===== src/verilog/route_table_pkg.sv =====
// ==============================
// Sizes and vector types shared by the route table blocks.
// Modules refer to these by scoped name.
// ==============================
`default_nettype none

package route_table_pkg;

  // Crossbar ports and insertion sources
  localparam int NUM_PORTS   = 4;
  localparam int PORT_W      = 2;
  localparam int NUM_INS_SRC = NUM_PORTS + 1;
  localparam int INS_SRC_W   = 3;

  // Table size
  localparam int TABLE_DEPTH_LOG2 = 6;
  localparam int TABLE_DEPTH      = 1 << TABLE_DEPTH_LOG2;

  // Endpoint ID, the lookup key
  typedef logic [15:0] epid_t;
  // Output port number, the stored value
  typedef logic [PORT_W-1:0] port_t;
  // Insertion data word, only the low PORT_W bits matter
  typedef logic [31:0] cfg_data_t;
  typedef logic [TABLE_DEPTH_LOG2-1:0] entry_idx_t;

endpackage

`default_nettype wire


===== src/verilog/insert_request_port.sv =====
// ==============================
// Capture register for one insertion source. Holds a write
// until the insert arbiter takes it, then acknowledges.
// ==============================
`timescale 1ns/100ps
`default_nettype none

module insert_request_port (
  input  wire logic                       clk,
  input  wire logic                       reset,
  input  wire logic                       req_wr,
  input  wire route_table_pkg::epid_t     req_addr,
  input  wire route_table_pkg::cfg_data_t req_data,
  input  wire logic                       take,
  output logic                            held_valid,
  output route_table_pkg::epid_t          held_epid,
  output route_table_pkg::port_t          held_port,
  output logic                            resp_ack
);

  // Valid flag, strobes while holding are dropped
  always_ff @(posedge clk) begin
    if (reset) begin
      held_valid <= 1'b0;
    end else if (!held_valid) begin
      held_valid <= req_wr;
    end else if (take) begin
      held_valid <= 1'b0;
    end
  end

  // Address and port bits of the data word
  always_ff @(posedge clk) begin
    if (!held_valid && req_wr) begin
      held_epid <= req_addr;
      held_port <= req_data[route_table_pkg::PORT_W-1:0];
    end
  end

  // Ack in the same cycle the arbiter takes the request
  assign resp_ack = take & held_valid;

  // Arbiter may only take a request that is being held
  take_needs_held : assert property (
    @(posedge clk) disable iff (reset)
    take |-> held_valid
  );

endmodule

`default_nettype wire


===== config.mk =====
export PLATFORM = sky130hd
export DESIGN_NAME = insert_request_port
export DESIGN_NICKNAME = d
export VERILOG_FILES = /design/src/verilog/route_table_pkg.sv /design/src/verilog/insert_request_port.sv
export SDC_FILE = /design/constraint.sdc
export NUM_CORES = 1
export LEC_CHECK = 0
export CAP_MARGIN = 20
export CORE_AREA = 10 10 47 49
export CTS_BUF_LIST = sky130_fd_sc_hd__clkbuf_8
export CTS_CLUSTER_DIAMETER = 150
export CTS_CLUSTER_SIZE = 40
export DETAILED_ROUTE_END_ITERATION = 8
export DIE_AREA = 0 0 57 59
export DONT_BUFFER_PORTS = 1
export HOLD_SLACK_MARGIN = 0.03
export SLEW_MARGIN = 40
export SYNTH_ARGS = -nofsm -noshare
export SYNTH_HDL_FRONTEND = slang
export SYNTH_SLANG_ARGS = --single-unit

===== constraint.sdc =====
create_clock -name clk -period 3.89 [get_ports clk]
set_clock_uncertainty 0.05 [all_clocks]
set_input_delay 0.778 -clock clk [delete_from_list [all_inputs] [get_ports clk]]
set_output_delay 0.778 -clock clk [all_outputs]
set_load 0.01 [all_outputs]

==> metrics.txt, run 1 <==
row count 14; pin count of the biggest net entering global routing 16; die footprint 3360 µm²; critical path cell sequence and2_1; Synth area leader edfxtp_1; drt drc 0; total power 0.000384 W; # diodes 0; status complete, no violations; port bufs 0; CP Launch Type input port; Worst Path Arrival 0.94 ns; Slew HR 0.770; CP Class input port to primary output; I/O Pins 72; Hold Path Depth 0; RSZ-0062 raised after global routing false; post-CTS setup buffers 0; Gate Count Post-Synth 23; vias in the first global route 281; RePlAce Congestion 0.574; P&R area growth vs syn 12.3%; Hold WC Path Type input port to flop; Worst setup EP type primary output; WL/cell 26.4 µm; post-layout minimum cycle time 1.76 ns; Crit-path slowest cell and2_1; Crit path max-delay family simple AND/OR/NAND/NOR gates; Worst Reg-to-Reg Cells 2; Yosys reg bits 19; Ys Warns 0; Vias 235; ANT nets after route 0; Final Util 0.472; critical path depth 1; Worst EP required 3.06 ns; hold_buf cts 0; f_max 0.567 GHz; Filler cells 127; vias per std cell 5.34; layout cells sized above 1 0.179; Synth area leaders edfxtp_1 92%, dfxtp_1 3.4%, nor2b_1 2.1%; Die Span X 57 µm; Seq/Total Area, Yosys 0.951; All-Layer GR Usage 0.0670; Final setup viols 0; Clock Pin Slew Worst Setup and Hold Paths 0.06 ns; Longest Clk Path Bufs 2; maximum VDD drop 0.000281 V; Final period util 0.453; Buf+Inv Stages, Crit Path 0; H-Tree Depth 1; Die Height 59 µm; final WL 1160 µm; Sinks on Clock Net 19; antenna violations before repair 0; first-pass GRT wire length 1660 µm; largest fanout on the critical path 2; nets@finish 81; post-CTS sizing 0; Fin Setup TNS 0 ns; Least-Margin Pin Slew 0.345 ns; synthesized area 589 µm²; Synth Net Count 75; global route total overflow 0; Avg Cell Area, Syn 25.6 µm²; Yosys top cell area share 0.917; Cell Pwr Density 580 nW/µm²; reg2reg setup slack 2.56 ns; TritonCTS clock tree yes; CP max stage delay 0.16 ns; Initial Utilization 0.421; max-slew violations 0; max-cap violations 0; DRT iter0 DRCs 2; Pleak 0.224 nW; Unique masters post-synth 5; Final Hold Violating Endpoints 0; core area 1400 µm²; drt first pass iters 2; Num CTS Buffers 3; clk_lat worst skew 0.24 ns; root buffer cell clkbuf_8
==> cells by family (layout without fill, tap and decap cells) <==
| family | after synthesis | after routing | synth area share |
|---|---|---|---|
| compound gates | 1 | 1 | 0.0170 |
| buf+inv | 0 | 5 | 0 |
| simple gates | 3 | 3 | 0.0319 |
| flops | 19 | 19 | 0.951 |
==> cells in the mapped netlist <==
cell type / count
and2_1: 1
edfxtp_1: 18
dfxtp_1: 1
nor2b_1: 2
o21ba_2: 1
==> power by group <==
group,internal [W],switching [W]
Combinational,0.00000260,0.00000587
Sequential,0.000240,0.0000116
Clock,0.0000697,0.0000543
Total,0.000312,0.0000717
==> cell type report <==
class                           instances  area [µm²]  area share
Sequential cell                        19         561       0.847
Tap cell                               16        20.0      0.0302
Timing Repair Buffer                    1        7.51      0.0113
Multi-Input combinational cell          4        28.8      0.0435
Clock buffer                            3        41.3      0.0624
Clock inverter                          1        3.75     0.00567
==> layout by cell type, fill, tap and decap left out <==
cell	netlist	final
edfxtp_1	18	18
clkbuf_8	0	3
nor2b_1	2	2
and2_1	1	1
o21ba_2	1	1
inv_1	0	1
dfxtp_1	1	1
buf_4	0	1
==> metrics by stage <==
stage | setup slack, ns | hold slack, ns | cell area [µm²] | instances
finish | 2.13 | 0.577 | 662 | 44
global route | 2.11 | 0.558 | 662 | 44
CTS | 2.12 | 0.569 | 662 | 44
detailed placement | 2.12 | 0.665 | 617 | 40
global placement | 2.12 | 0.649 | 617 | 40
floorplan | 1.78 | 0.612 | 589 | 23
==> state kept, by name (all words and copies together) (netlist names) <==
signal / count
held_epid: 16
held_port: 2
held_valid: 1
==> path summary, 6_finish.rpt <==
path	from	endpoint
setup reg to reg	held_valid	held_epid[14]
hold reg to reg	held_valid	held_valid
setup / recovery	take	resp_ack
hold / removal	req_addr[12]	held_epid[12]
==> routing by layer <==
| layer | up-vias | global-route usage | part of all wire |
|---|---|---|---|
| li1 | 97 | - | - |
| met1 | 110 | 0.0614 | 0.36 |
| met2 | 28 | 0.102 | 0.48 |
| met3 | 0 | 0.0601 | 0.16 |
| met4 | 0 | 0.0302 | 0 |
| met5 | - | 0 | 0 |
(Power assumes the default switching activity.)
==> run 2: changes to the inputs <==
==> constraint.sdc (replaced) <==
create_clock -name clk -period 1.8 [get_ports clk]
set_clock_uncertainty 0.05 [all_clocks]
set_input_delay 0.36 -clock clk [delete_from_list [all_inputs] [get_ports clk]]
set_output_delay 0.36 -clock clk [all_outputs]
set_load 0.01 [all_outputs]
==> run 2 against run 1 <==
Effect of this change:
- sequential share of layout area fell by 0.95 points
- combinational power rose to 2.5 times the previous value
- critical endpoint unchanged
- routed wire length rose by 8.6%
- total power up 120%
- setup slack lost 1.6 ns
==> metrics.txt, run 2 (same netlist as run 1, synthesis figures left out) <==
layout cells sized above 1 0.207 (+0.0283); DRT iter0 DRCs 7 (+5); root buffer cell clkbuf_8; vias per std cell 5.29 (-0.97%); met3 usage 0.0665 (+0.00644); global route total overflow 0 (unchanged); hold slack 0.154 ns (-0.423 ns); Final Hold Violating Endpoints 0 (unchanged); CP Class flop to primary output; WL/cell 28.0 µm (+6.2%); die footprint 3360 µm² (unchanged); CP Launch Type flop; Die Height 59 µm (unchanged); max-cap violations 0 (unchanged); biggest regs held_epid x16, held_port x2, held_valid x1; maximum VDD drop 0.000641 V (+130%); drt drc 0 (unchanged); Most flops, register held_epid; P&R area growth vs syn 13.6%; hold_buf cts 0 (unchanged); Sinks on Clock Net 19 (unchanged); Buf+Inv Stages, Crit Path 0 (unchanged); Clock Pin Slew Worst Setup and Hold Paths 0.07 ns (about the same); post-layout minimum cycle time 1.28 ns; placed insts 41 (+2.5%); final WL 1260 µm (+8.6%); GR Util met1 0.0652 (+0.00376); Vias 238 (+1.3%); Least-Margin Pin Slew 0.193 ns (-0.152 ns); Top Usage Layer GRT met2; Die Span X 57 µm (unchanged); port bufs 0 (unchanged); RePlAce Congestion 0.574 (unchanged); critical path cell sequence and2_1; drt first pass iters 2 (unchanged); pin count of the biggest net entering global routing 16 (unchanged); vias in the first global route 289 (+2.8%); nets@finish 82 (+1.2%); first-pass GRT wire length 1750 µm (+5.8%); Non-Filler Instances 45 (+2.3%); clk_lat worst skew 0.24 ns (about the same); Crit path max-delay family flip-flops; post-CTS setup buffers 0 (unchanged); Pleak 0.229 nW (+2.2%); Final setup viols 0 (unchanged); H-Tree Depth 1 (unchanged); commonest non-fill, non-tap cell in the layout edfxtp_1; Worst Path Arrival 0.87 ns (-0.07 ns); Hold WC Path Type input port to flop; Fin Setup TNS 0 ns (unchanged); core area 1400 µm² (unchanged); antenna violations before repair 0 (unchanged); TritonCTS clock tree yes; design area 669 µm² (+1.1%); Final period util 0.714; f_max 0.779 GHz; Initial Utilization 0.421 (unchanged); Cell Pwr Density 1260 nW/µm² (+120%); max-slew violations 0 (unchanged); RSZ-0062 raised after global routing false; Crit-path slowest cell dfxtp_1; Num CTS Buffers 3 (unchanged); I/O Pins 72 (unchanged); most frequent cells in the layout 18 x edfxtp_1, 3 x clkbuf_8, 2 x nor2b_1, 2 x buf_4; All-Layer GR Usage 0.0709 (+0.00396); dpl cell area 624 µm² (+1.2%); post-CTS sizing 0 (unchanged); max reg flops 16 (unchanged); largest fanout on the critical path 4 (+2); Slew HR 0.871 (+0.102); # diodes 0 (unchanged); CP max stage delay 0.42 ns (+0.26 ns); Longest Clk Path Bufs 2 (unchanged); GR Layer Usage met2 0.112 (+0.00930); Worst setup EP type primary output; status complete, no violations; row count 14 (unchanged); ANT nets after route 0 (unchanged); Worst EP required 1.39 ns (-1.67 ns)
-- run 2: cell types whose count changed in the layout (fill, tap and decap cells not counted), sizes merged --
cell | before | now
buf | 1 | 2
-- run 2: layout make-up --
cell class,count,area [µm²]
Clock buffer,3,41.3
Clock inverter,1,3.75
Fill cell,131,732
Multi-Input combinational cell,4,28.8
Sequential cell,19,561
Tap cell,16,20.0
Timing Repair Buffer,2,15.0
-- run 2: metal layers --
| layer | wire length, µm | part of all wire | vias to the layer above |
|---|---|---|---|
| met5 | 0 | 0 | - |
| met3 | 176 | 0.14 | 0 |
| met2 | 597 | 0.47 | 27 |
| met1 | 486 | 0.39 | 112 |
| li1 | - | - | 99 |
| met4 | 0 | 0 | 0 |
-- run 2: through the flow --
step                 util  setup slack, ns  total power (W)
CTS                 0.478            0.495         0.000854
floorplan               -            0.113         0.000561
finish              0.478            0.516         0.000841
global route        0.478            0.465         0.000881
detailed placement  0.446            0.669         0.000576
global placement    0.446            0.698         0.000574
-- run 2: worst paths after layout --
path                from            to  slack [ns]  depth (start not counted)
max           held_valid      resp_ack        0.52                          1
min          req_addr[8]  held_epid[8]        0.15                          0
max reg2reg   held_valid  held_epid[6]        0.67                          2
min reg2reg   held_valid    held_valid        0.69                          2
-- run 2: power breakdown --
group,leakage (nW),internal [W],switching [W],total [W]
Sequential,0.181,0.000518,0.0000252,0.000543
Clock,0.0269,0.000151,0.000125,0.000276
Combinational,0.0205,0.00000768,0.0000137,0.0000214
