$ cat config.mk
export PLATFORM = sky130hd
export DESIGN_NAME = insert_arbiter
export DESIGN_NICKNAME = d
export VERILOG_FILES = /design/src/verilog/route_table_pkg.sv /design/src/verilog/insert_arbiter.sv
export SDC_FILE = /design/constraint.sdc
export NUM_CORES = 1
export LEC_CHECK = 0
export BUFFER_PORTS_ARGS = -buffer_cell sky130_fd_sc_hd__buf_2
export CAP_MARGIN = 20
export CELL_PAD_IN_SITES_DETAIL_PLACEMENT = 1
export CELL_PAD_IN_SITES_GLOBAL_PLACEMENT = 2
export CORE_MARGIN = 3
export CORE_UTILIZATION = 33
export CTS_CLUSTER_DIAMETER = 50
export CTS_CLUSTER_SIZE = 24
export DETAILED_ROUTE_END_ITERATION = 16
export HOLD_SLACK_MARGIN = 0.03
export PLACE_DENSITY = 0.88
export SLEW_MARGIN = 5
export SYNTH_ARGS = -nofsm -noshare
export SYNTH_HDL_FRONTEND = slang
export SYNTH_SLANG_ARGS = --single-unit
export TNS_END_PERCENT = 5
$ cat constraint.sdc
create_clock -name clk -period 10.7 [get_ports clk]
set_clock_uncertainty 0.15 [all_clocks]
set_input_delay 2.14 -clock clk [delete_from_list [all_inputs] [get_ports clk]]
set_output_delay 2.14 -clock clk [all_outputs]
set_load 0.03 [all_outputs]
$ cat src/verilog/route_table_pkg.sv
// ==============================
// Sizes and vector types shared by the route table blocks.
// Modules refer to these by scoped name.
// ==============================
`default_nettype none

package route_table_pkg;

  // Crossbar ports and insertion sources
  localparam int NUM_PORTS   = 4;
  localparam int PORT_W      = 2;
  localparam int NUM_INS_SRC = NUM_PORTS + 1;
  localparam int INS_SRC_W   = 3;

  // Table size
  localparam int TABLE_DEPTH_LOG2 = 6;
  localparam int TABLE_DEPTH      = 1 << TABLE_DEPTH_LOG2;

  // Endpoint ID, the lookup key
  typedef logic [15:0] epid_t;
  // Output port number, the stored value
  typedef logic [PORT_W-1:0] port_t;
  // Insertion data word, only the low PORT_W bits matter
  typedef logic [31:0] cfg_data_t;
  typedef logic [TABLE_DEPTH_LOG2-1:0] entry_idx_t;

endpackage

`default_nettype wire

$ cat src/verilog/insert_arbiter.sv
// ==============================
// Round-robin pick among the insertion sources into a
// one-entry buffer that feeds the route table insert port.
// ==============================
`timescale 1ns/100ps
`default_nettype none

module insert_arbiter (
  input  wire logic                                                   clk,
  input  wire logic                                                   reset,
  input  wire logic [route_table_pkg::NUM_INS_SRC-1:0]                src_valid,
  input  wire route_table_pkg::epid_t [route_table_pkg::NUM_INS_SRC-1:0] src_epid,
  input  wire route_table_pkg::port_t [route_table_pkg::NUM_INS_SRC-1:0] src_port,
  input  wire logic                                                   ins_ready,
  output logic [route_table_pkg::NUM_INS_SRC-1:0]                     src_take,
  output logic                                                        ins_valid,
  output route_table_pkg::epid_t                                      ins_epid,
  output route_table_pkg::port_t                                      ins_port
);

  logic [route_table_pkg::INS_SRC_W-1:0] last_q;
  logic [route_table_pkg::INS_SRC_W-1:0] grant_idx;
  logic                                  grant_found;
  logic                                  can_accept;
  logic                                  accept;
  logic                                  buf_valid;
  route_table_pkg::epid_t                buf_epid;
  route_table_pkg::port_t                buf_port;

  // Search starts just after the last winner, nearest valid wins
  always_comb begin
    int j;
    grant_found = 1'b0;
    grant_idx   = last_q;
    for (int k = route_table_pkg::NUM_INS_SRC; k >= 1; k--) begin
      j = (int'(last_q) + k) % route_table_pkg::NUM_INS_SRC;
      if (src_valid[j]) begin
        grant_found = 1'b1;
        grant_idx   = j[route_table_pkg::INS_SRC_W-1:0];
      end
    end
  end

  // Buffer is free, or drains this cycle
  assign can_accept = !buf_valid || ins_ready;
  assign accept     = grant_found && can_accept;

  always_comb begin
    src_take = '0;
    if (accept) begin
      src_take[grant_idx] = 1'b1;
    end
  end

  always_ff @(posedge clk) begin
    if (reset) begin
      buf_valid <= 1'b0;
      last_q    <= route_table_pkg::INS_SRC_W'(route_table_pkg::NUM_INS_SRC - 1);
    end else if (accept) begin
      buf_valid <= 1'b1;
      last_q    <= grant_idx;
    end else if (ins_ready) begin
      buf_valid <= 1'b0;
    end
  end

  always_ff @(posedge clk) begin
    if (accept) begin
      buf_epid <= src_epid[grant_idx];
      buf_port <= src_port[grant_idx];
    end
  end

  assign ins_valid = buf_valid;
  assign ins_epid  = buf_epid;
  assign ins_port  = buf_port;

  one_take : assert property (@(posedge clk) disable iff (reset) $onehot0(src_take));

  // Stalled buffer must not change under the table
  buf_stable : assert property (
    @(posedge clk) disable iff (reset)
    (ins_valid && !ins_ready) |=> (ins_valid && $stable(ins_epid) && $stable(ins_port))
  );

endmodule

`default_nettype wire

==> results of run 1 <==
-- final cells by class --
class	instances	area [um2]	area share
multi-input combinational	368	3040	0.652
timing repair buffer	127	651	0.140
sequential	22	621	0.133
tap	143	179	0.0384
clock buffer	4	88.8	0.0191
inverter	22	82.6	0.0177
-- cells by family after synthesis --
family / synth area share
compound gates: 0.193
xor+xnor: 0.0199
fa+ha+maj: 0.0834
buf+inv: 0.0680
flops: 0.159
mux: 0.158
simple gates: 0.318
-- path summary, 6_finish.rpt --
check / depth (start not counted) / slack, ns / startpoint / to
setup / recovery: 22 / 1.64 / last_q[0] / src_take[0]
setup reg to reg: 20 / 3.98 / last_q[0] / ins_epid[13]
hold reg to reg: 2 / 0.35 / ins_valid / ins_valid
hold / removal: 2 / 0.35 / ins_valid / ins_valid
-- registers in the layout, summed over array words and instances (netlist names) --
signal	cells
ins_epid	16
last_q	3
ins_port	2
ins_valid	1
-- worst reg2reg max path, cell delays in order, from the launching register on --
cell       delay [ns]
dfxtp_1          0.72
inv_2            0.27
ha_1             0.35
xnor2_1          0.57
inv_2            0.14
ha_1             0.26
or2_2            0.32
o211ai_1         0.30
nand2_1          0.21
ha_1             0.24
nand2b_1         0.15
o2111ai_1        0.15
o211ai_2         0.24
a211oi_1         0.33
o22ai_2          0.22
or2_1            0.31
a221oi_4         0.28
buf_4            0.61
mux2_2           0.44
nand3_1          0.09
nand3_1          0.11
-- stage by stage --
| stage | setup WS, ns | utilization | instances | instance area (um2) |
|---|---|---|---|---|
| 4_1_cts | 1.65 | 0.406 | 686 | 4660 |
| 2_1_floorplan | 2.79 | - | 450 | 3900 |
| 3_5_place_dp | 1.95 | 0.398 | 682 | 4570 |
| 5_1_grt | 0.994 | 0.406 | 686 | 4660 |
| 6_report | 1.64 | 0.406 | 686 | 4660 |
| 3_3_place_gp | 2.34 | 0.398 | 682 | 4570 |
-- metal layers --
| layer | share of wire | routed length [um] |
|---|---|---|
| met2 | 0.49 | 6340 |
| met4 | 0.0091 | 118 |
| met1 | 0.43 | 5650 |
| met5 | 0 | 0 |
| met3 | 0.068 | 880 |
-- cells in the final DEF (no fill, tap or decap), drive strengths merged, types with 3 or more instances in the layout --
master and instances:
nor3b 3, nor3 6, dfxtp 4, o2111ai 3
nor2b 5, mux4 3, o22ai 4, a2111oi 3
mux2i 28, a21oi 22, o21ai 7, and2 3
nor4b 38, nand2b 10, nor2 13, o211a 5
a211o 7, inv 22, edfxtp 18, o211ai 7
a221oi 5, a211oi 7, o21a 6, or2 6
nand4bb 18, nand3 43, ha 26, mux2 24
nor4 7, xnor2 6, buf 127, clkbuf 4
nand2 18, and3 5
==> results.yml, run 1 <==
timing:
  period_share: 0.847
  slew_violations: 0
  min_period_ns: 9.06
  max_slew_margin: 0.501
  whs_ns: 0.355
  worst_pin_slew_ns: 0.747
  tns_ns: 0
  setup_viol: 0
  rsz0062_at_grt: "no"
  hold_viol_final: 0
  timing.fmax_mhz: 110
drt:
  drc: 0
  avgViaCountPerCell: 5.86
  drt_iter0_drc: 168
  antenna_left: 0
  drt_first_pass_iters: 4
  wl_per_cell_um: 18.9
  vias: 4020
  wl_um: 13000
global_route:
  grt_use_total: 0.198
  use_met2: 0.337
  grt_use_met3: 0.0521
  antenna_found_initial: 0
  overflow: 0
  grt_max_degree: 77
  grt_pass1_vias: 4311
  grt.busiest_layer: "met2"
  grt_pass1_wl_um: 21700
  grt_use_met1: 0.252
placed_design:
  gp_congestion: 0.965
  io_buffers: 121
  hpwl_um: 9870
logic_synthesis:
  synth_top_cell_by_area: "edfxtp_1"
  ys_top_cells_by_count: "nand3_1 (43), nor4b_1 (38), mux2i_1 (28), ha_1 (26), mux2_2 (23)"
  synth_nets: 574
  synth-edff-count: 18
  async_flop_share: 0
  synth_area_um2: 3900
  synth_area_leaders: "edfxtp_1 (14%), nor4b_1 (8.5%), ha_1 (8.3%)"
  syn_area_per_cell_um2: 8.67
  synthCells: 450
  yosysMostFrequentCell: "nand3_1"
  synth_top_area_frac: 0.139
  seq_area_frac_synth: 0.159
  synth_warnings: 0
  synth_cell_type_count: 77
  synth_ff_type: "edfxtp_1"
  synth_seq_cells: 22
worst_setup_path:
  critPathMostFrequentCell: "ha_1"
  cp_data_required_time_ns: 8.41
  cp.arrival_ns: 6.77
  path_cells: "inv_2 > ha_1 > xnor2_1 > inv_2 > ha_1 > or2_2 > o211ai_1 > nand2_1 > ha_1 > nand2b_1 > o2111ai_1 > o211ai_2 > a211o_1 > o22ai_2 > a211oi_1 > a221oi_4 > buf_4 > or2_1 > buf_4 > nand2_1 > nor3b_1 > buf_2"
  crit_slowest_cell: "dfxtp_1"
  critPathTopFamily: "compound AO/OA/AOI/OAI gates"
  critical_path_class: "flop to primary output"
  critPathMaxFanout: 39
  end_kind: "primary output"
  start_kind: "flop"
  timing.critical_path.buf_inv: 5
  critPathMaxStageDelay_ns: 0.72
cts:
  hold_buffers: 0
  cts_sinks: 22
  cts_setup_buffers: 0
  ctsResizeCount: 0
  cts_root_buf: "clkbuf_16"
  insertion_delay_ns: 0.26
  clock_path_buffers: 2
  cts_max_level: 1
  path_clk_slew_ns: 0.06
  numCtsBuffers: 3
  cts_tree: "built"
floorplan:
  die_w_um: 115
  rows: 39
  pin_count: 122
  dieHeight_um: 115
  coreArea_um2: 11500
  start_util: 0.340
  dieArea_um2: 13200
hold_path:
  hold_path_class: "flop to flop"
run:
  cap_viol_max_count: 0
final_layout:
  area_growth_pct: 19.3
  fin_nets: 668
  fill_cells: 1367
  drive_gt1_frac: 0.333
  n_antenna_cell: 0
run_status:
  status: "finished, final reports clean"
Power of run 1 is left out: the tool's default activity adds up to more than one toggle a clock period on the data nets, which glitch-free logic cannot reach.
==> run 2: changes to the inputs <==
--- a/config.mk
+++ b/config.mk
@@ -5,17 +5,18 @@
 export SDC_FILE = /design/constraint.sdc
 export NUM_CORES = 1
 export LEC_CHECK = 0
+export ABC_AREA = 1
 export BUFFER_PORTS_ARGS = -buffer_cell sky130_fd_sc_hd__buf_2
 export CAP_MARGIN = 20
 export CELL_PAD_IN_SITES_DETAIL_PLACEMENT = 1
 export CELL_PAD_IN_SITES_GLOBAL_PLACEMENT = 2
 export CORE_MARGIN = 3
-export CORE_UTILIZATION = 33
+export CORE_UTILIZATION = 26
 export CTS_CLUSTER_DIAMETER = 50
 export CTS_CLUSTER_SIZE = 24
 export DETAILED_ROUTE_END_ITERATION = 16
 export HOLD_SLACK_MARGIN = 0.03
-export PLACE_DENSITY = 0.88
+export PLACE_DENSITY = 0.82
 export SLEW_MARGIN = 5
 export SYNTH_ARGS = -nofsm -noshare
 export SYNTH_HDL_FRONTEND = slang
==> constraint.sdc (replaced) <==
create_clock -name clk -period 8.9 [get_ports clk]
set_clock_uncertainty 0.15 [all_clocks]
set_input_delay 1.78 -clock clk [delete_from_list [all_inputs] [get_ports clk]]
set_output_delay 1.78 -clock clk [all_outputs]
set_load 0.03 [all_outputs]
==> results.yml, run 2 <==
drt:
  drc: 0
  vias: 3852
  wl_um: 12400
  avgViaCountPerCell: 4.85
  drt_first_pass_iters: 4
  antenna_left: 0
  wl_per_cell_um: 15.6
  drt_iter0_drc: 147
placed_design:
  place_inst: 790
  gp_congestion: 0.890
  hpwl_um: 10000
  io_buffers: 121
cts:
  cts_tree: "built"
  hold_buffers: 0
  path_clk_slew_ns: 0.07
  cts_max_level: 1
  cts_setup_buffers: 0
  cts_sinks: 22
  clock_path_buffers: 2
  numCtsBuffers: 3
  insertion_delay_ns: 0.26
  cts_root_buf: "clkbuf_16"
  ctsResizeCount: 0
floorplan:
  die_w_um: 119
  rows: 40
  start_util: 0.271
  pin_count: 122
  coreArea_um2: 12300
  dieArea_um2: 14100
  dieHeight_um: 119
run_status:
  status: "finished, final reports clean"
worst_setup_path:
  critPathTopFamily: "simple AND/OR/NAND/NOR gates"
  startpoint: "last_q[0]"
  cp.arrival_ns: 5.60
  critPathMaxStageDelay_ns: 0.60
  cp_data_required_time_ns: 6.97
  critical_path_depth: 28
  reg2reg_depth: 29
  timing.critical_path.buf_inv: 6
  critical_path_class: "flop to primary output"
  crit_slowest_cell: "ha_1"
  start_kind: "flop"
  critPathMaxFanout: 38
  critPathMostFrequentCell: "nand2_1"
  r2r_start: "last_q[0]"
  crit_path_end: "src_take[3]"
  r2r-end: "ins_epid[5]"
  r2r_setup_slack_ns: 3.05
  end_kind: "primary output"
final_layout:
  drive_gt1_frac: 0.288
  n_antenna_cell: 0
  fin_nets: 751
  final_cells: 794
  layout_commonest_cell: "nand3_1"
  area_growth_pct: 23.1
  final_cell_mix: "nand3_1 (157), nand2_1 (135), buf_2 (121), inv_1 (49), ha_1 (26)"
  largest_reg_flops: 16
logic_synthesis:
  synth_area_um2: 3320
  ys_top_cells_by_count: "nand3_1 (157), nand2_1 (135), inv_1 (49), ha_1 (26), nor2_1 (21)"
  synth_top_area_frac: 0.237
  synth_area_leaders: "nand3_1 (24%), edfxtp_1 (16%), nand2_1 (15%)"
  synthCells: 522
  synth_cell_type_count: 38
  synth_top_cell_by_area: "nand3_1"
  yosysMostFrequentCell: "nand3_1"
  synth_ff_type: "edfxtp_1"
  syn_area_per_cell_um2: 6.35
  synth-edff-count: 18
  synth_nets: 646
  seq_area_frac_synth: 0.187
  synth_warnings: 0
  async_flop_share: 0
  synth_seq_cells: 22
timing:
  rsz0062_at_grt: "no"
  setup_viol: 0
  hold_viol_final: 0
  min_period_ns: 7.53
  tns_ns: 0
  period_share: 0.846
  worst_pin_slew_ns: 0.610
  max_slew_margin: 0.589
  timing.fmax_mhz: 133
  slew_violations: 0
global_route:
  overflow: 0
  antenna_found_initial: 0
  grt_pass1_wl_um: 19800
  grt_use_total: 0.168
  grt_pass1_vias: 3942
  grt_max_degree: 39
run:
  cap_viol_max_count: 0
hold_path:
  hold_path_class: "flop to flop"
## run 2: cell count changes in the layout (fill, tap and decap cells not counted), moves of 7 or more
cell,before,now
nand2_1,18,135
nand3_1,43,157
nor4b_1,38,0
inv_1,17,49
mux2i_1,28,0
mux2_2,23,0
nand2_2,0,20
nand4bb_1,18,0
a21oi_1,20,6
nand2b_1,10,0
nor2_1,13,21
a211o_1,7,0
nor4_1,7,0
o21ai_0,5,12
## run 2: cell families (layout without fill, tap and decap cells)
family | count (synthesis) | in the layout | synth area share
buffers and inverters | 81 | 185 | 0.122
adder cells (fa/ha/maj) | 26 | 26 | 0.0981
XOR/XNOR | 7 | 7 | 0.0207
AND/OR/NAND/NOR | 355 | 355 | 0.512
flip-flops | 22 | 22 | 0.187
AO/OA/AOI/OAI | 31 | 31 | 0.0604
## run 2: metal layers
layer,part of all wire,routed length [um],track usage,vias to the layer above
li1,-,-,-,1938
met1,0.44,5490,0.210,1828
met2,0.51,6350,0.310,72
met3,0.028,353,0.0180,14
met4,0.018,218,0.0348,0
met5,0,0,0,-
## run 2: tightest hold or removal path, cell delays in order, from the launching register on
cell and delay (ns):
dfxtp_1 0.31, inv_1 0.06, nor2_1 0.05, o21ai_0 0.18, inv_1 0.04
## run 2: through the flow
stage / setup WS [ns] / util / hold WS, ns / cell area, um2
floorplan: 1.87 / - / 0.492 / 3320
global placement: 1.98 / 0.324 / 0.517 / 3980
detailed placement: 1.65 / 0.324 / 0.532 / 3980
CTS: 1.35 / 0.333 / 0.550 / 4080
global route: 0.836 / 0.333 / 0.586 / 4080
finish: 1.37 / 0.333 / 0.539 / 4080
## run 2: worst min-delay path by stage
stage	from	endpoint	slack, ns	cells after the start
after global routing	ins_valid	ins_valid	0.59	4
after detailed placement	ins_valid	ins_valid	0.53	4
after global placement	ins_valid	ins_valid	0.52	4
after floorplan	last_q[2]	last_q[2]	0.49	2
final	ins_valid	ins_valid	0.54	4
after CTS	ins_valid	ins_valid	0.55	4
## run 2: final cells by class
| type | instances | area [um2] |
|---|---|---|
| Tap cell | 168 | 210 |
| Sequential cell | 22 | 621 |
| Clock buffer | 3 | 75.1 |
| Clock inverter | 1 | 30.0 |
| Fill cell | 1637 | 8180 |
| Multi-Input combinational cell | 419 | 2290 |
| Inverter | 55 | 209 |
| Timing Repair Buffer | 126 | 643 |
Power of run 2 is left out for the same reason.
